==> config.mk <==
export PLATFORM = sky130hd
export DESIGN_NAME = fetch_top
export DESIGN_NICKNAME = d
export VERILOG_FILES = /design/src/fetch_pkg.sv /design/src/pc_gen.sv /design/src/axi_rd_bridge.sv /design/src/fetch_decode.sv /design/src/fetch_top.sv
export SDC_FILE = /design/constraint.sdc
export NUM_CORES = 1
export LEC_CHECK = 0
export BUFFER_PORTS_ARGS = -buffer_cell sky130_fd_sc_hd__buf_2
export CAP_MARGIN = 10
export CORE_MARGIN = 1
export CORE_UTILIZATION = 44
export CTS_CLUSTER_DIAMETER = 120
export DETAILED_ROUTE_END_ITERATION = 6
export PLACE_DENSITY_LB_ADDON = 0.05
export SYNTH_ARGS = -nofsm -noshare
export SYNTH_HDL_FRONTEND = slang
export SYNTH_SLANG_ARGS = --single-unit
==> constraint.sdc <==
create_clock -name clock -period 8.8 [get_ports clock]
set_input_delay 0.44 -clock clock [delete_from_list [all_inputs] [get_ports clock]]
set_output_delay 0.44 -clock clock [all_outputs]
set_load 0.02 [all_outputs]
==> src/fetch_pkg.sv <==
package fetch_pkg;

    // r view, register-register format
    typedef struct packed {
        logic [6:0] funct7;
        logic [4:0] rs2;
        logic [4:0] rs1;
        logic [2:0] funct3;
        logic [4:0] rd;
        logic [6:0] opcode;
    } instr_r_t;

    // i view, imm12 in the top bits
    typedef struct packed {
        logic [11:0] imm12;
        logic [4:0]  rs1;
        logic [2:0]  funct3;
        logic [4:0]  rd;
        logic [6:0]  opcode;
    } instr_i_t;

    // j view, immediate bits still in instruction order
    typedef struct packed {
        logic [19:0] imm_j;      // {imm[20], imm[10:1], imm[11], imm[19:12]}
        logic [4:0]  rd;
        logic [6:0]  opcode;
    } instr_j_t;

    // one fetched word, three ways to read it
    typedef union packed {
        instr_r_t r;
        instr_i_t i;
        instr_j_t j;
    } instr_u;

    typedef enum logic [2:0] {
        KIND_ALU_R = 3'd0,
        KIND_ALU_I = 3'd1,
        KIND_LOAD  = 3'd2,
        KIND_JAL   = 3'd3,
        KIND_OTHER = 3'd4,
        KIND_FAULT = 3'd5
    } kind_e;

    localparam logic [6:0] OP_ALU_R = 7'b0110011;
    localparam logic [6:0] OP_ALU_I = 7'b0010011;
    localparam logic [6:0] OP_LOAD  = 7'b0000011;
    localparam logic [6:0] OP_JAL   = 7'b1101111;

    localparam logic [1:0] RESP_OKAY = 2'b00;

    // instruction | secure | unprivileged
    localparam logic [2:0] PROT_INSTR = 3'b100;

endpackage

==> src/pc_gen.sv <==
`timescale 1ns/1ps

module pc_gen #(
    parameter int              ADDR_WIDTH = 32,
    parameter [ADDR_WIDTH-1:0] RESET_PC   = 'h100
) (
    input  logic                  clock,
    input  logic                  reset,

    // request channel to the bridge
    output logic                  req_valid_o,
    input  logic                  req_ready_i,
    output logic [ADDR_WIDTH-1:0] req_addr_o,
    output logic                  req_epoch_o,

    // jump target from decode
    input  logic                  redirect_valid_i,
    input  logic [ADDR_WIDTH-1:0] redirect_pc_i
);

    logic [ADDR_WIDTH-1:0] pc;
    logic                  epoch;
    logic                  run;      // set one edge after reset release
    logic                  req_fire;

    assign req_fire = req_valid_o && req_ready_i;

    // valid once running, never drops afterwards
    always_ff @(posedge clock or negedge reset) begin
        if (!reset) begin
            run <= 1'b0;
        end else begin
            run <= 1'b1;
        end
    end

    // pc and epoch
    // redirect wins over sequential advance
    always_ff @(posedge clock or negedge reset) begin
        if (!reset) begin
            pc    <= RESET_PC;
            epoch <= 1'b0;
        end else if (redirect_valid_i) begin
            pc    <= redirect_pc_i;
            epoch <= ~epoch;                    // in-flight fetches go stale
        end else if (req_fire) begin
            pc    <= pc + ADDR_WIDTH'(4);       // next word
        end
    end

    // the request may retarget while valid is up,
    // bridge samples only at the handshake
    assign req_valid_o = run;
    assign req_addr_o  = pc;
    assign req_epoch_o = epoch;

endmodule

==> src/axi_rd_bridge.sv <==
`timescale 1ns/1ps

module axi_rd_bridge #(
    parameter int ADDR_WIDTH = 32,
    parameter int DATA_WIDTH = 64
) (
    input  logic                  clock,
    input  logic                  reset,

    // request side, from pc_gen
    input  logic                  req_valid_i,
    output logic                  req_ready_o,
    input  logic [ADDR_WIDTH-1:0] req_addr_i,
    input  logic                  req_epoch_i,

    // response side, to decode
    output logic                  rsp_valid_o,
    input  logic                  rsp_ready_i,
    output logic [DATA_WIDTH-1:0] rsp_data_o,
    output logic [ADDR_WIDTH-1:0] rsp_addr_o,
    output logic                  rsp_epoch_o,
    output logic                  rsp_fault_o,

    // AXI4-Lite read address channel
    input  logic                  axi_ar_ready_i,
    output logic                  axi_ar_valid_o,
    output logic [ADDR_WIDTH-1:0] axi_ar_addr_o,
    output logic [2:0]            axi_ar_prot_o,

    // AXI4-Lite read data channel
    output logic                  axi_r_ready_o,
    input  logic                  axi_r_valid_i,
    input  logic [DATA_WIDTH-1:0] axi_r_data_i,
    input  logic [1:0]            axi_r_resp_i
);

    // read fsm encoding
    localparam logic [1:0] S_IDLE    = 2'b00;
    localparam logic [1:0] S_AR_WAIT = 2'b01;
    localparam logic [1:0] S_R_WAIT  = 2'b11;

    logic [1:0]            state;
    logic [1:0]            state_next;

    logic [ADDR_WIDTH-1:0] addr_q;      // address of the read on the bus
    logic                  epoch_q;     // its epoch tag
    logic                  rsp_full;    // response register occupied

    logic                  req_fire;
    logic                  ar_fire;
    logic                  r_fire;
    logic                  rsp_fire;

    assign req_fire = req_valid_i && req_ready_o;
    assign ar_fire  = axi_ar_valid_o && axi_ar_ready_i;
    assign r_fire   = axi_r_valid_i && axi_r_ready_o;
    assign rsp_fire = rsp_valid_o && rsp_ready_i;

    always_ff @(posedge clock or negedge reset) begin
        if (!reset) begin
            state <= S_IDLE;
        end else begin
            state <= state_next;
        end
    end

    always_comb begin
        state_next = state;
        case (state)
            S_IDLE:    if (req_valid_i) state_next = S_AR_WAIT;
            S_AR_WAIT: if (ar_fire) state_next = S_R_WAIT;
            S_R_WAIT:  if (r_fire) state_next = S_IDLE;    // only when rready given
            default:   state_next = S_IDLE;
        endcase
    end

    // address latched at request time and held through AR
    always_ff @(posedge clock) begin
        if (req_fire) begin
            addr_q  <= req_addr_i;
            epoch_q <= req_epoch_i;
        end
    end

    // occupancy of the one-entry response register
    always_ff @(posedge clock or negedge reset) begin
        if (!reset) begin
            rsp_full <= 1'b0;
        end else if (r_fire) begin
            rsp_full <= 1'b1;
        end else if (rsp_fire) begin
            rsp_full <= 1'b0;
        end
    end

    // response payload captured with the R beat
    always_ff @(posedge clock) begin
        if (r_fire) begin
            rsp_data_o  <= axi_r_data_i;
            rsp_addr_o  <= addr_q;
            rsp_epoch_o <= epoch_q;
            rsp_fault_o <= (axi_r_resp_i != fetch_pkg::RESP_OKAY);  // slverr / decerr
        end
    end

    assign req_ready_o = (state == S_IDLE);
    assign rsp_valid_o = rsp_full;

    assign axi_ar_valid_o = (state == S_AR_WAIT);
    assign axi_ar_addr_o  = addr_q;
    assign axi_ar_prot_o  = fetch_pkg::PROT_INSTR;
    assign axi_r_ready_o  = (state == S_R_WAIT) && !rsp_full;   // stall R while full

endmodule

==> src/fetch_decode.sv <==
`timescale 1ns/1ps

module fetch_decode #(
    parameter int ADDR_WIDTH = 32,
    parameter int DATA_WIDTH = 64
) (
    input  logic                  clock,
    input  logic                  reset,

    // response from bridge
    input  logic                  rsp_valid_i,
    output logic                  rsp_ready_o,
    input  logic [DATA_WIDTH-1:0] rsp_data_i,
    input  logic [ADDR_WIDTH-1:0] rsp_addr_i,
    input  logic                  rsp_epoch_i,
    input  logic                  rsp_fault_i,

    // jump back to pc_gen
    output logic                  redirect_valid_o,
    output logic [ADDR_WIDTH-1:0] redirect_pc_o,

    // decoded instruction
    output logic                  dec_valid_o,
    input  logic                  dec_ready_i,
    output logic [ADDR_WIDTH-1:0] dec_pc_o,
    output fetch_pkg::kind_e      dec_kind_o,
    output logic [4:0]            dec_rd_o,
    output logic [4:0]            dec_rs1_o,
    output logic [4:0]            dec_rs2_o,
    output logic [ADDR_WIDTH-1:0] dec_imm_o
);

    logic [31:0]           word;
    fetch_pkg::instr_u     ins;
    logic                  exp_epoch;   // epoch expected after the last jump
    logic                  rsp_fire;
    logic                  keep;        // accepted and current

    fetch_pkg::kind_e      kind;
    logic [4:0]            rd;
    logic [4:0]            rs1;
    logic [4:0]            rs2;
    logic [ADDR_WIDTH-1:0] imm;
    logic [20:0]           jimm;

    // pick the 32-bit half addressed by bit 2
    if (DATA_WIDTH == 64) begin : g_sel64
        assign word = rsp_addr_i[2] ? rsp_data_i[63:32] : rsp_data_i[31:0];
    end else begin : g_sel32
        assign word = rsp_data_i[31:0];
    end

    assign ins = word;

    // unscramble the j-type immediate
    assign jimm = {ins.j.imm_j[19], ins.j.imm_j[7:0], ins.j.imm_j[8],
                   ins.j.imm_j[18:9], 1'b0};

    always_comb begin
        kind = fetch_pkg::KIND_OTHER;
        rd   = ins.i.rd;
        rs1  = ins.i.rs1;
        rs2  = 5'd0;
        imm  = ADDR_WIDTH'(ins.i.imm12);     // raw imm12 for unknown opcodes
        if (rsp_fault_i) begin
            kind = fetch_pkg::KIND_FAULT;    // bad read, nothing to decode
            rd   = 5'd0;
            rs1  = 5'd0;
            imm  = '0;
        end else begin
            case (ins.r.opcode)
                fetch_pkg::OP_ALU_R: begin
                    kind = fetch_pkg::KIND_ALU_R;
                    rd   = ins.r.rd;
                    rs1  = ins.r.rs1;
                    rs2  = ins.r.rs2;
                    imm  = '0;
                end
                fetch_pkg::OP_ALU_I, fetch_pkg::OP_LOAD: begin
                    kind = (ins.i.opcode == fetch_pkg::OP_LOAD) ? fetch_pkg::KIND_LOAD
                                                                : fetch_pkg::KIND_ALU_I;
                    imm  = {{(ADDR_WIDTH-12){ins.i.imm12[11]}}, ins.i.imm12};
                end
                fetch_pkg::OP_JAL: begin
                    kind = fetch_pkg::KIND_JAL;
                    rd   = ins.j.rd;
                    rs1  = 5'd0;
                    imm  = {{(ADDR_WIDTH-21){jimm[20]}}, jimm};
                end
                default: ;                   // other, i-view fields as they are
            endcase
        end
    end

    // take a response whenever the output slot is free or draining
    assign rsp_ready_o = !dec_valid_o || dec_ready_i;
    assign rsp_fire    = rsp_valid_i && rsp_ready_o;
    assign keep        = rsp_fire && (rsp_epoch_i == exp_epoch);  // stale ones drop here

    always_ff @(posedge clock or negedge reset) begin
        if (!reset) begin
            dec_valid_o      <= 1'b0;
            redirect_valid_o <= 1'b0;
            exp_epoch        <= 1'b0;
        end else begin
            redirect_valid_o <= 1'b0;        // single-cycle pulse
            if (keep) begin
                dec_valid_o <= 1'b1;
                if (kind == fetch_pkg::KIND_JAL) begin
                    redirect_valid_o <= 1'b1;
                    exp_epoch        <= ~exp_epoch;
                end
            end else if (dec_ready_i) begin
                dec_valid_o <= 1'b0;
            end
        end
    end

    // output payload and jump target
    always_ff @(posedge clock) begin
        if (keep) begin
            dec_pc_o      <= rsp_addr_i;
            dec_kind_o    <= kind;
            dec_rd_o      <= rd;
            dec_rs1_o     <= rs1;
            dec_rs2_o     <= rs2;
            dec_imm_o     <= imm;
            redirect_pc_o <= rsp_addr_i + imm;   // used only with the pulse
        end
    end

endmodule

==> src/fetch_top.sv <==
`timescale 1ns/1ps

module fetch_top #(
    parameter int              ADDR_WIDTH = 32,
    parameter int              DATA_WIDTH = 64,
    parameter [ADDR_WIDTH-1:0] RESET_PC   = 'h100
) (
    input  logic                  clock,
    input  logic                  reset,

    // AXI4-Lite read master
    input  logic                  axi_ar_ready_i,
    output logic                  axi_ar_valid_o,
    output logic [ADDR_WIDTH-1:0] axi_ar_addr_o,
    output logic [2:0]            axi_ar_prot_o,
    output logic                  axi_r_ready_o,
    input  logic                  axi_r_valid_i,
    input  logic [DATA_WIDTH-1:0] axi_r_data_i,
    input  logic [1:0]            axi_r_resp_i,

    // decoded stream
    output logic                  dec_valid_o,
    input  logic                  dec_ready_i,
    output logic [ADDR_WIDTH-1:0] dec_pc_o,
    output fetch_pkg::kind_e      dec_kind_o,
    output logic [4:0]            dec_rd_o,
    output logic [4:0]            dec_rs1_o,
    output logic [4:0]            dec_rs2_o,
    output logic [ADDR_WIDTH-1:0] dec_imm_o
);

    // pc_gen -> bridge
    logic                  req_valid;
    logic                  req_ready;
    logic [ADDR_WIDTH-1:0] req_addr;
    logic                  req_epoch;

    // bridge -> decode
    logic                  rsp_valid;
    logic                  rsp_ready;
    logic [DATA_WIDTH-1:0] rsp_data;
    logic [ADDR_WIDTH-1:0] rsp_addr;
    logic                  rsp_epoch;
    logic                  rsp_fault;

    // decode -> pc_gen
    logic                  redirect_valid;
    logic [ADDR_WIDTH-1:0] redirect_pc;

    pc_gen #(
        .ADDR_WIDTH (ADDR_WIDTH),
        .RESET_PC   (RESET_PC)
    ) u_pc_gen (
        .clock            (clock),
        .reset            (reset),
        .req_valid_o      (req_valid),
        .req_ready_i      (req_ready),
        .req_addr_o       (req_addr),
        .req_epoch_o      (req_epoch),
        .redirect_valid_i (redirect_valid),
        .redirect_pc_i    (redirect_pc)
    );

    axi_rd_bridge #(
        .ADDR_WIDTH (ADDR_WIDTH),
        .DATA_WIDTH (DATA_WIDTH)
    ) u_axi_rd_bridge (
        .clock          (clock),
        .reset          (reset),
        .req_valid_i    (req_valid),
        .req_ready_o    (req_ready),
        .req_addr_i     (req_addr),
        .req_epoch_i    (req_epoch),
        .rsp_valid_o    (rsp_valid),
        .rsp_ready_i    (rsp_ready),
        .rsp_data_o     (rsp_data),
        .rsp_addr_o     (rsp_addr),
        .rsp_epoch_o    (rsp_epoch),
        .rsp_fault_o    (rsp_fault),
        .axi_ar_ready_i (axi_ar_ready_i),
        .axi_ar_valid_o (axi_ar_valid_o),
        .axi_ar_addr_o  (axi_ar_addr_o),
        .axi_ar_prot_o  (axi_ar_prot_o),
        .axi_r_ready_o  (axi_r_ready_o),
        .axi_r_valid_i  (axi_r_valid_i),
        .axi_r_data_i   (axi_r_data_i),
        .axi_r_resp_i   (axi_r_resp_i)
    );

    fetch_decode #(
        .ADDR_WIDTH (ADDR_WIDTH),
        .DATA_WIDTH (DATA_WIDTH)
    ) u_fetch_decode (
        .clock            (clock),
        .reset            (reset),
        .rsp_valid_i      (rsp_valid),
        .rsp_ready_o      (rsp_ready),
        .rsp_data_i       (rsp_data),
        .rsp_addr_i       (rsp_addr),
        .rsp_epoch_i      (rsp_epoch),
        .rsp_fault_i      (rsp_fault),
        .redirect_valid_o (redirect_valid),
        .redirect_pc_o    (redirect_pc),
        .dec_valid_o      (dec_valid_o),
        .dec_ready_i      (dec_ready_i),
        .dec_pc_o         (dec_pc_o),
        .dec_kind_o       (dec_kind_o),
        .dec_rd_o         (dec_rd_o),
        .dec_rs1_o        (dec_rs1_o),
        .dec_rs2_o        (dec_rs2_o),
        .dec_imm_o        (dec_imm_o)
    );

endmodule

==> impl_results.md, run 1 <==
* Status: completed
* Crit path kind: flop to flop
* Nets at ~1100
* Synthesized area at between 10000 and 15000 um^2
* First-pass GRT wire length at ~40 mm
* Post-synth ARST share at 14.6%
* Antenna-violating nets left at 0
* Switching share of power at 27.2%
* Post-Route WL at 26.4 mm
* Share of cells above drive strength 1 at between 20% and 30%
* Period Utilization, post-route at about 54%
* Largest net degree at the start of global routing at 73
* Initial Util at around 45%
* Rel. slew slack at between 20% and 30%
* Internal power at 2740 uW
* Synth cell types at 64
* Number of global-route vias before repair at 6873
* Vias per cell at about 5.3
* # clock sinks at roughly 270
* DRT iter0 DRCs at roughly 460
* Crit path DAT at between 5 and 6 ns
* Core area at approximately 26000 um^2
* Routed vias at 7275
* RSZ-0062 raised after global routing: no
* Post-synthesis sequential area ratio at 69.1%
* Critical-path maximum fanout at 22
* Post-CTS Resized at 0
* Yosys warnings at 0
* Worst setup startpoint: u_axi_rd_bridge.rsp_addr_o[2]
* Max IR drop VDD at about 0.19 mV
* #FFs+latches synth at 274
* Total grt overflow at 0
* TritonCTS buffer count at 30
* Die area at between 20000 and 30000 um^2
* Post-route non-filler standard cell count at between 1000 and 1500
* Hpwl dp at between 15 and 20 mm
* Final setup vio count at 0
* CTS H-Tree Depth at 1
* Worst-case clock buffer depth at 3
* Worst endpoint required time at around 9.1 ns
* Root Buffer: clkbuf_16
* Crit path time final at approximately 4.7 ns
* Max frequency at approximately 210 MHz
* Sw Pwr at a little over 1000 uW
* Place WS at about 4 ns
* Final Worst Setup Slack at ~4.1 ns
* Number of buffers added for setup after CTS at 0
* Sequential cell fraction of total power at between 40 and 50%
* Worst r2r src: u_axi_rd_bridge.rsp_addr_o[2]
* Clock share of power at 36.9%
* Die H at approximately 160 um
* Critical Path End Type: flop
* CTS tree: built
* Max-cap check violation count at 0
* RePlAce Congestion at 0.831
* Slew Limit Fails at 0
* Die X at ~160 um
* Worst hold path class: primary input to flop
* PwrDens at around 270 nW/um^2
* IO Pins at about 190
* Placed Cells at approximately 1300
* Instance count of the mapped netlist at slightly above 800
* Worst Tran Pin Value at 1.11 ns
* LEAKAGE at approximately 0.0053 uW
* Initial antenna violation count at 0
* Area Growth Syn to Fin at 19.7%
* GRT Util Overall at about a fifth
* R2R Setup Slk at about 4 ns
* Reg clk slew, reported paths at roughly 0.06 ns
* Synth Flop Type: edfxtp_1
* Number of diodes at 0
* Clk_skew at roughly 0.011 ns
* Post-synth EDFFs at approximately 230
* DR WL/cell at between 15 and 20 um
* Port bufs at around 190
* Final Hold Viols at 0
* Hold path start: axi_r_data_i[2]
* Comb pwr share at 16.3%
* Syn_area_per_cell at 14.1 um^2
* Rows at 59
* # hold bufs at CTS at 0
* DR DRC count at 0
* Worst-Skew Late Latency at 0.56 ns
* Critical Path Start Type: flop
* Drt pass-1 iters at 5
* Post-route setup TNS at 0 ns
[sequential cells by signal (all words and copies together), names as in the netlist, 2 cells and up]
register,count
u_pc_gen.req_addr_o,32
u_axi_rd_bridge.rsp_data_o,64
u_axi_rd_bridge.state,2
u_fetch_decode.dec_pc_o,32
u_fetch_decode.dec_rs1_o,5
u_fetch_decode.dec_rs2_o,5
u_axi_rd_bridge.axi_ar_addr_o,32
u_fetch_decode.dec_rd_o,5
u_axi_rd_bridge.rsp_addr_o,32
u_fetch_decode.redirect_pc_o,32
u_fetch_decode.dec_imm_o,21
u_fetch_decode.dec_kind_o,3
[cell usage after synthesis, types with 5 or more instances]
| cell | count | share of area [%] |
|---|---|---|
| a211oi_1 | 7 | 0.45 |
| a21o_1 | 12 | 0.78 |
| a21oi_1 | 41 | 1.8 |
| a221oi_1 | 5 | 0.38 |
| and2_1 | 6 | 0.32 |
| and3_1 | 11 | 0.59 |
| and4_1 | 9 | 0.68 |
| buf_2 | 7 | 0.30 |
| buf_4 | 14 | 0.90 |
| clkbuf_1 | 22 | 0.71 |
| dfrtp_1 | 39 | 8.4 |
| edfxtp_1 | 234 | 60 |
| ha_1 | 32 | 3.4 |
| inv_1 | 13 | 0.42 |
| mux2_2 | 10 | 0.97 |
| mux2i_1 | 19 | 1.6 |
| nand2_1 | 72 | 2.3 |
| nand3_1 | 16 | 0.69 |
| nand4_1 | 15 | 0.81 |
| nor2_1 | 40 | 1.3 |
| nor2b_1 | 13 | 0.70 |
| nor3_1 | 10 | 0.43 |
| o21ai_0 | 41 | 1.8 |
| o21bai_1 | 9 | 0.58 |
| or2_2 | 5 | 0.27 |
| or3_1 | 6 | 0.32 |
| xnor2_1 | 27 | 2.0 |
| xor2_1 | 31 | 2.3 |
[cell families after synthesis]
kind of cell	count (synthesis)	synth area share, %
flip-flops	274	69.1
AND/OR/NAND/NOR	219	9.62
AO/OA/AOI/OAI	150	8.18
XOR/XNOR	58	4.37
buffers and inverters	58	2.41
adder cells (fa/ha/maj)	33	3.62
multiplexers	29	2.61
other	2	0.0647
[power by group through the flow]
stage               registers, uW  logic [uW]  clock network [uW]
floorplan                    1840         354                   0
global placement             1790         619                   0
detailed placement           1790         620                   0
CTS                          1770         625                1420
global route                 1780         677                1470
finish                       1760         616                1390
[stage by stage]
stage	cell area, um^2	util, %	hold WS [ns]	total power, uW
after floorplan	11600	-	0.144	2200
after global placement	12800	49.2	0.403	2410
after detailed placement	12800	49.2	0.405	2410
after CTS	13900	53.5	0.0372	3810
after global routing	13900	53.5	0.0326	3930
final	13900	53.5	0.0602	3770
[area by class of cell]
type / instances / area (um^2)
clock buffer: 36 / 793
tap: 335 / 419
clock inverter: 20 / 317
multi-input combinational: 493 / 3320
sequential: 274 / 8030
timing repair buffer: 192 / 973
fill: 2252 / 12100
inverter: 13 / 51.3
[layout by cell type (no fill, tap or decap), types with 8 or more instances in the layout]
cell	netlist	routed
nand4_1	15	15
mux2i_1	19	19
o21bai_1	9	9
buf_2	7	187
o21ai_0	41	41
nor3_1	10	10
a21o_1	12	12
clkbuf_16	0	30
edfxtp_1	234	234
ha_1	32	32
mux2_2	10	10
dfrtp_1	39	39
nor2b_1	13	13
inv_1	13	12
bufinv_16	0	8
nand2_1	72	72
xor2_1	31	31
and3_1	11	11
nor2_1	40	40
and4_1	9	9
a21oi_1	41	41
xnor2_1	27	27
nand3_1	16	16
[layer usage]
layer / vias to the layer above / wire, um / global-route usage, %
li1: 3434 / - / -
met1: 3590 / 12600 / 29.0
met2: 213 / 11800 / 29.8
met3: 38 / 1480 / 2.81
met4: 0 / 563 / 4.71
met5: - / 0 / 0
[critical path: stages (launching register included)]
cell and delay [ns]:
edfxtp_1 0.88, and3b_1 0.28, a22o_1 0.19, nand2_1 0.19, nand2b_1 0.26, nor3_1 0.36, ha_1 0.27, inv_1 0.07
fa_1 0.41, nor2b_1 0.17, o2111ai_1 0.27, a211o_1 0.42, a211oi_1 0.44, nor3b_1 0.12, xnor2_1 0.15
[worst paths after layout]
path | endpoint | cells after the start
min reg2reg | u_axi_rd_bridge.rsp_epoch_o | 0
max in group asynchronous | u_pc_gen.req_addr_o[20] | 1
max reg2reg | u_fetch_decode.redirect_pc_o[24] | 14
max | u_fetch_decode.redirect_pc_o[24] | 14
min in group asynchronous | u_axi_rd_bridge.state[1] | 1
min | u_axi_rd_bridge.rsp_data_o[2] | 1
Power figures use the tool's default switching activity.
==> inputs of run 2 (changes only) <==
Settings changed: ABC_AREA set to 1.
Clock period 8.8 ns to 4.6 ns, I/O delays scaled along.
==> run 2 against run 1 <==
- combinational power is 120% higher
- first-iteration DRC count up 42%
- design area grew 13%
- routed wire length increased by 31%
- core utilization increased by 2.4 points
- maximum frequency rose by 24%
- highest routed layer unchanged
- area after synthesis grew 9.0%
- non-clock buffer count up 75
- largest cell class unchanged
- critical endpoint is now u_fetch_decode.redirect_pc_o[31]
- largest power group unchanged
==> impl_results.md, run 2 <==
* DR WL/cell at 18.4 um (-5.0%)
* Placed Cells at 1745 (+34%)
* Clock share of power at 33.3% (-3.6 points)
* Final setup vio count at 0 (unchanged)
* Top cell by count, worst path: nand2_1
* Number of global-route vias before repair at 9009 (+31%)
* Switching share of power at 30.3% (+3.1 points)
* Final Worst Setup Slack at 0.789 ns (-3.28 ns)
* #FFs+latches synth at 274 (unchanged)
* Number of diodes at 0 (unchanged)
* Post-synthesis sequential area ratio at 63.4% (-5.7 points)
* Share of cells above drive strength 1 at 19.2% (-6.8 points)
* Max IR drop VDD at 0.387 mV (+100%)
* Sw Pwr at 2160 uW (+110%)
* Root Buffer: clkbuf_16
* Rows at 61 (+3.4%)
* Total chip power at 7120 uW (+89%)
* Instance count of the mapped netlist at 1197 (+45%)
* PwrDens at 455 nW/um^2 (+68%)
* Status: completed
* Met2 Usage GRT at 37.6% (+7.8 points)
* Worst-case clock buffer depth at 3 (unchanged)
* Drt pass-1 iters at 5 (unchanged)
* CTS H-Tree Depth at 1 (unchanged)
* CTS tree: built
* Crit path kind: flop to flop
* Commonest cells post-synth: 322 x nand2_1, 234 x edfxtp_1, 130 x nor2_1, 113 x inv_1, 52 x nand3_1
* Sequential cell fraction of total power at 47.3% (+0.5 points)
* DRT iter0 DRCs at 645 (+42%)
* Post-route setup TNS at 0 ns (unchanged)
* Design area at 15700 um^2 (+13%)
* Port bufs at 187 (unchanged)
* Area Growth Syn to Fin at 23.8%
* Worst-Skew Late Latency at 0.57 ns (about the same)
* Die area at 29400 um^2 (+8.8%)
* Worst hold path class: primary input to flop
* Worst path cell trace: inv_2, nand2_1, nand2_1, inv_1, nand3_1, nor2_4, nor2_1, inv_2, nor3_1, ha_1, nand2_1, inv_1, a21oi_1, nand2_1, nand2_1, nand2_1, nand2_1, nand2_1, nand3_1, nand2_1
* DR DRC count at 0 (unchanged)
* RSZ-0062 raised after global routing: no
* GRT Util Overall at 23.6% (+4.2 points)
* Rel. slew slack at 34.6% (+9.0 points)
* RePlAce Congestion at 0.900 (+8.3%)
* Vias per cell at 4.97 (-6.8%)
* TritonCTS buffer count at 31 (+3.3%)
* Post-route non-filler standard cell count at 1873 (+37%)
* Yosys warnings at 0 (unchanged)
* Critical-path maximum fanout at 22 (unchanged)
* First-pass GRT wire length at 51.5 mm (+30%)
* Gr busiest metal: met2
* GR met1 Demand/Resource at 33.9% (+4.9 points)
* Worst path max stage delay at 0.41 ns (-0.47 ns)
* Worst endpoint required time at 4.93 ns (-4.17 ns)
* Place WS at 0.831 ns (-3.26 ns)
* Antenna-violating nets left at 0 (unchanged)
* Initial antenna violation count at 0 (unchanged)
* Max-cap check violation count at 0 (unchanged)
* Critical Path End Type: flop
* Crit path time final at 3.81 ns (-0.915 ns)
* Largest net degree at the start of global routing at 67 (-8.2%)
* # clock sinks at 274 (unchanged)
* Most frequent cells in the layout: 322 x nand2_1, 234 x edfxtp_1, 187 x buf_2
* Total grt overflow at 0 (unchanged)
* Top-area cell type share of the netlist area at 55.5% (-5.0 points)
* Area leader, netlist: edfxtp_1
* Worst Path Buf+Inv at 4 (+3)
* GR met3 Demand/Resource at 2.85% (+0.041 points)
* Slew Limit Fails at 0 (unchanged)
* Largest register FFs at 64 (unchanged)
* Fill cells at 2516 (+12%)
* Die H at 172 um (+4.3%)
* Post-synth ARST share at 14.6% (unchanged)
* Routed vias at 9315 (+28%)
* FF/Latch Area at 8030 um^2 (unchanged)
* Area of the multi-input gates at 4010 um^2 (+21%)
* Most common cell in the netlist: nand2_1
* Post-CTS Resized at 0 (unchanged)
* Crit path DAT at 4.14 ns (-0.88 ns)
* Synthesized area at 12700 um^2 (+9.0%)
* Hpwl dp at 25.2 mm (+42%)
* Comb pwr share at 19.4% (+3.1 points)
* Crit-path slowest cell: edfxtp_1
* IO Pins at 191 (unchanged)
* Period Utilization, post-route at 82.8% (+29 points)
* Final Hold Viols at 0 (unchanged)
* Post-Route WL at 34.5 mm (+31%)
* Synth cell types at 45 (-30%)
* Die X at 172 um (+4.3%)
* Nets at 1574 (+42%)
* Syn_area_per_cell at 10.6 um^2 (-25%)
* Clk_skew at 0.0147 ns (+0.00366 ns)
* Reg clk slew, reported paths at 0.06 ns (about the same)
* Worst Tran Pin Value at 0.981 ns (-0.133 ns)
* Top delay family on crit path: simple AND/OR/NAND/NOR gates
* Synth Flop Type: edfxtp_1
* Core area at 28000 um^2 (+7.8%)
* Number of buffers added for setup after CTS at 0 (unchanged)
* Most common cell after layout, fill and taps aside: nand2_1
* Max frequency at 262 MHz (+24%)
* Internal power at 4960 uW (+81%)
* Ranking of synthesized cells by area: edfxtp_1 56%, nand2_1 9.6%, dfrtp_1 7.7%, nor2_1 3.9%, inv_1 3.4%
* LEAKAGE at 0.00670 uW (+25%)
* Placed Area at 14000 um^2 (+9.2%)
* Biggest register: u_axi_rd_bridge.rsp_data_o
* Critical Path Start Type: flop
* Initial Util at 45.2% (+0.48 points)
* Post-synth EDFFs at 234 (unchanged)
[run 2: power by group through the flow]
stage	Combinational [uW]	Sequential, uW	Clock (uW)
after floorplan	764	3480	0
after global placement	1340	3410	0
after detailed placement	1330	3410	0
after CTS	1400	3370	2420
after global routing	1530	3400	2510
final	1380	3370	2370
[run 2: through the flow]
stage,hold WS (ns),util (%)
floorplan,-0.0656,-
global placement,0.403,49.9
detailed placement,0.408,49.9
CTS,0.0441,55.9
global route,0.0879,55.9
finish,0.0642,55.9
[run 2: worst paths after layout]
kind / from / endpoint / slack (ns) / depth (start not counted)
min in group asynchronous: reset / u_pc_gen.req_addr_o[21] / 0.37 / 2
min reg2reg: u_axi_rd_bridge.epoch_q / u_axi_rd_bridge.rsp_epoch_o / 0.43 / 0
max reg2reg: u_axi_rd_bridge.rsp_addr_o[2] / u_fetch_decode.redirect_pc_o[31] / 0.79 / 20
min: axi_r_valid_i / u_axi_rd_bridge.state[1] / 0.06 / 4
max in group asynchronous: reset / u_pc_gen.req_addr_o[16] / 3.62 / 2
max: u_axi_rd_bridge.rsp_addr_o[2] / u_fetch_decode.redirect_pc_o[31] / 0.79 / 20
[run 2: cell type report]
type | count | area share, %
multi-input cells | 777 | 25.6
repair buffers | 267 | 10.9
clock inverters | 12 | 0.655
inverters | 119 | 2.90
flip-flops and latches | 274 | 51.3
clock buffers | 46 | 5.63
well taps | 378 | 3.02
[run 2: per-layer routing]
layer  vias to the layer above  share of wire [%]
li1                       4572                  -
met1                      4449                 48
met2                       248                 45
met3                        46                5.0
met4                         0                2.4
met5                         -                  0
[run 2: worst register-to-register path, cell delays in order, from the launching register on]
cell and delay, ns:
edfxtp_1 0.41, inv_2 0.39, nand2_1 0.10, nand2_1 0.16, inv_1 0.06, nand3_1 0.10, nor2_4 0.07, nor2_1 0.16
inv_2 0.14, nor3_1 0.37, ha_1 0.37, nand2_1 0.18, inv_1 0.06, a21oi_1 0.26, nand2_1 0.20, nand2_1 0.14
nand2_1 0.10, nand2_1 0.07, nand2_1 0.09, nand3_1 0.10, nand2_1 0.05
[run 2: cell families after synthesis]
logic type | after synthesis | synth area share, %
and+or+nand+nor | 589 | 20.3
DFF | 274 | 63.4
buffers and inverters | 148 | 5.04
AOI/OAI and AO/OA | 107 | 4.69
xor gates and xnor gates | 35 | 2.42
adders and majority gates | 33 | 3.32
muxes | 9 | 0.712
other | 2 | 0.0593
[run 2: timing repair]
action | in CTS | in global routing
endpoints found under the setup margin | 0 | 0
hold buffers | 70 | 0
endpoints found under the hold margin | 107 | 0
==> inputs of run 3 (changes only) <==
Clock period 4.6 ns to 3.65 ns, I/O delays scaled along.
==> run 3 against run 2 <==
- non-clock buffer count increased by 5
- final cell count increased by 0.16%
- global-route usage decreased by 0.10 points
- die area unchanged
- worst hold slack got worse by 0.026 ns
- combinational power increased by 30%
- critical path depth decreased by 3
- power increased by 26%
- first-iteration DRC count increased by 13%
- sequential cell count unchanged
- critical path type unchanged
- largest power group unchanged
==> impl_results.md, run 3 (synthesis gave the netlist of run 2 again) <==
* Biggest register: u_axi_rd_bridge.rsp_data_o
* Worst-Skew Late Latency at 0.55 ns (-0.02 ns)
* Initial Util at 45.2% (unchanged)
* Critical-path maximum fanout at 12 (-45%)
* Post-Route WL at 34.4 mm (-0.31%)
* Worst-case clock buffer depth at 3 (unchanged)
* Most frequent cells in the layout: 322 x nand2_1, 234 x edfxtp_1, 187 x buf_2
* Max-cap check violation count at 0 (unchanged)
* Design area at 15800 um^2 (+0.82%)
* Port bufs at 187 (unchanged)
* Period Utilization, post-route at 93.0% (+10 points)
* Placed Area at 14000 um^2 (+0.39%)
* Final Core Density at 56.4% (+0.46 points)
* PwrDens at 570 nW/um^2 (+25%)
* Placed Cells at 1749 (+0.23%)
* Final setup vio count at 0 (unchanged)
* Critical Path Start Type: flop
* Area Growth Syn to Fin at 24.8%
* Max IR drop VDD at 0.391 mV (+1.1%)
* Worst endpoint required time at 3.93 ns (-1.00 ns)
* Share of cells above drive strength 1 at 20.1% (+0.90 points)
* Initial antenna violation count at 0 (unchanged)
* Root Buffer: clkbuf_16
* Routed vias at 9445 (+1.4%)
* Post-route non-filler standard cell count at 1876 (+0.16%)
* Worst hold path class: primary input to flop
* Die area at 29400 um^2 (unchanged)
* Antenna-violating nets left at 0 (unchanged)
* Hpwl dp at 24.9 mm (-1.5%)
* Rows at 61 (unchanged)
* Total grt overflow at 0 (unchanged)
* IO Pins at 191 (unchanged)
* Place WS at 0.199 ns (-0.633 ns)
* DR WL/cell at 18.3 um (-0.47%)
* DR DRC count at 0 (unchanged)
* Number of diodes at 0 (unchanged)
* Rel. slew slack at 29.1% (-5.5 points)
* Final Worst Setup Slack at 0.257 ns (-0.533 ns)
* LEAKAGE at 0.00672 uW (+0.23%)
* Most common cell after layout, fill and taps aside: nand2_1
* RSZ-0062 raised after global routing: yes
* Die X at 172 um (unchanged)
* Die H at 172 um (unchanged)
* Post-route setup TNS at 0 ns (unchanged)
* Clk_skew at 0.0145 ns (-0.000228 ns)
* Nets at 1579 (+0.32%)
* DRT iter0 DRCs at 728 (+13%)
* Largest net degree at the start of global routing at 59 (-12%)
* Crit path kind: flop to flop
* Crit path time final at 3.39 ns (-0.417 ns)
* Crit path DAT at 3.67 ns (-0.47 ns)
* GRT Util Overall at 23.5% (-0.10 points)
* Largest register FFs at 64 (unchanged)
* Number of global-route vias before repair at 9140 (+1.5%)
* # clock sinks at 274 (unchanged)
* Worst Tran Pin Value at 1.06 ns (+0.0812 ns)
* CTS H-Tree Depth at 1 (unchanged)
* Slew Limit Fails at 0 (unchanged)
* Critical Path End Type: flop
* Vias per cell at 5.03 (+1.2%)
* RePlAce Congestion at 0.930 (+3.3%)
* Reg clk slew, reported paths at 0.06 ns (about the same)
* CTS tree: built
* Drt pass-1 iters at 5 (unchanged)
* Final Hold Viols at 0 (unchanged)
* TritonCTS buffer count at 30 (-3.2%)
* Max frequency at 295 MHz (+12%)
* R2R Setup Slk at 0.26 ns (-0.53 ns)
* First-pass GRT wire length at 51.6 mm (about the same)
* Core area at 28000 um^2 (unchanged)
* Status: completed
run 3: critical path, stage by stage (launching register included):
cell        delay [ns]
edfxtp_1          0.48
inv_4             0.12
nand2_1           0.08
nand2_1           0.10
nand2_1           0.13
nor2_4            0.04
nand2_4           0.11
nand2_2           0.10
nand3_2           0.13
clkinvlp_4        0.28
ha_1              0.50
nand2_1           0.13
nor2_1            0.21
nand2_1           0.16
nor3_1            0.18
nand2_1           0.15
nand3_1           0.10
nand2_1           0.10
run 3: routing by layer:
layer	share of wire (%)	vias up	GRT usage, %
met5	0	-	0
met4	2.0	0	5.32
met3	5.8	50	2.99
met2	45	305	38.1
met1	47	4525	33.6
li1	-	4565	-
run 3: report_power, final:
part | internal, uW | switching [uW]
Combinational | 552 | 1240
Sequential | 3980 | 258
Clock | 1750 | 1210
Total | 6290 | 2710
run 3: path summary, 6_finish.rpt:
path	startpoint	endpoint	depth (start not counted)
min reg2reg	u_axi_rd_bridge.epoch_q	u_axi_rd_bridge.rsp_epoch_o	0
max in group asynchronous	reset	u_axi_rd_bridge.rsp_valid_o	2
max reg2reg	u_axi_rd_bridge.rsp_addr_o[2]	u_fetch_decode.redirect_pc_o[25]	17
min	axi_r_valid_i	u_axi_rd_bridge.state[1]	4
max	u_axi_rd_bridge.rsp_addr_o[2]	u_fetch_decode.redirect_pc_o[25]	17
min in group asynchronous	reset	u_pc_gen.req_addr_o[25]	2
run 3: area by class of cell:
type / instances / area (um^2)
fillers: 2485 / 12200
flip-flops and latches: 274 / 8030
multi-input cells: 777 / 4080
repair buffers: 272 / 1780
clock buffers: 37 / 798
well taps: 378 / 473
inverters: 119 / 460
clock inverters: 18 / 168
repair inverters: 1 / 7.51
run 3: timing repair:
action / CTS / global route
gates resized for setup: 0 / 19
endpoints found under the setup margin: 0 / 13
endpoints found under the hold margin: 107 / 0
setup buffers: 0 / 1
hold buffers: 70 / 0
run 3: metrics by stage:
stage	hold WS, ns	total power (uW)
5_1_grt	0.0592	9390
6_report	0.0385	9000
4_1_cts	0.0178	9040
3_3_place_gp	0.359	6000
3_5_place_dp	0.361	5990
2_1_floorplan	-0.113	5350
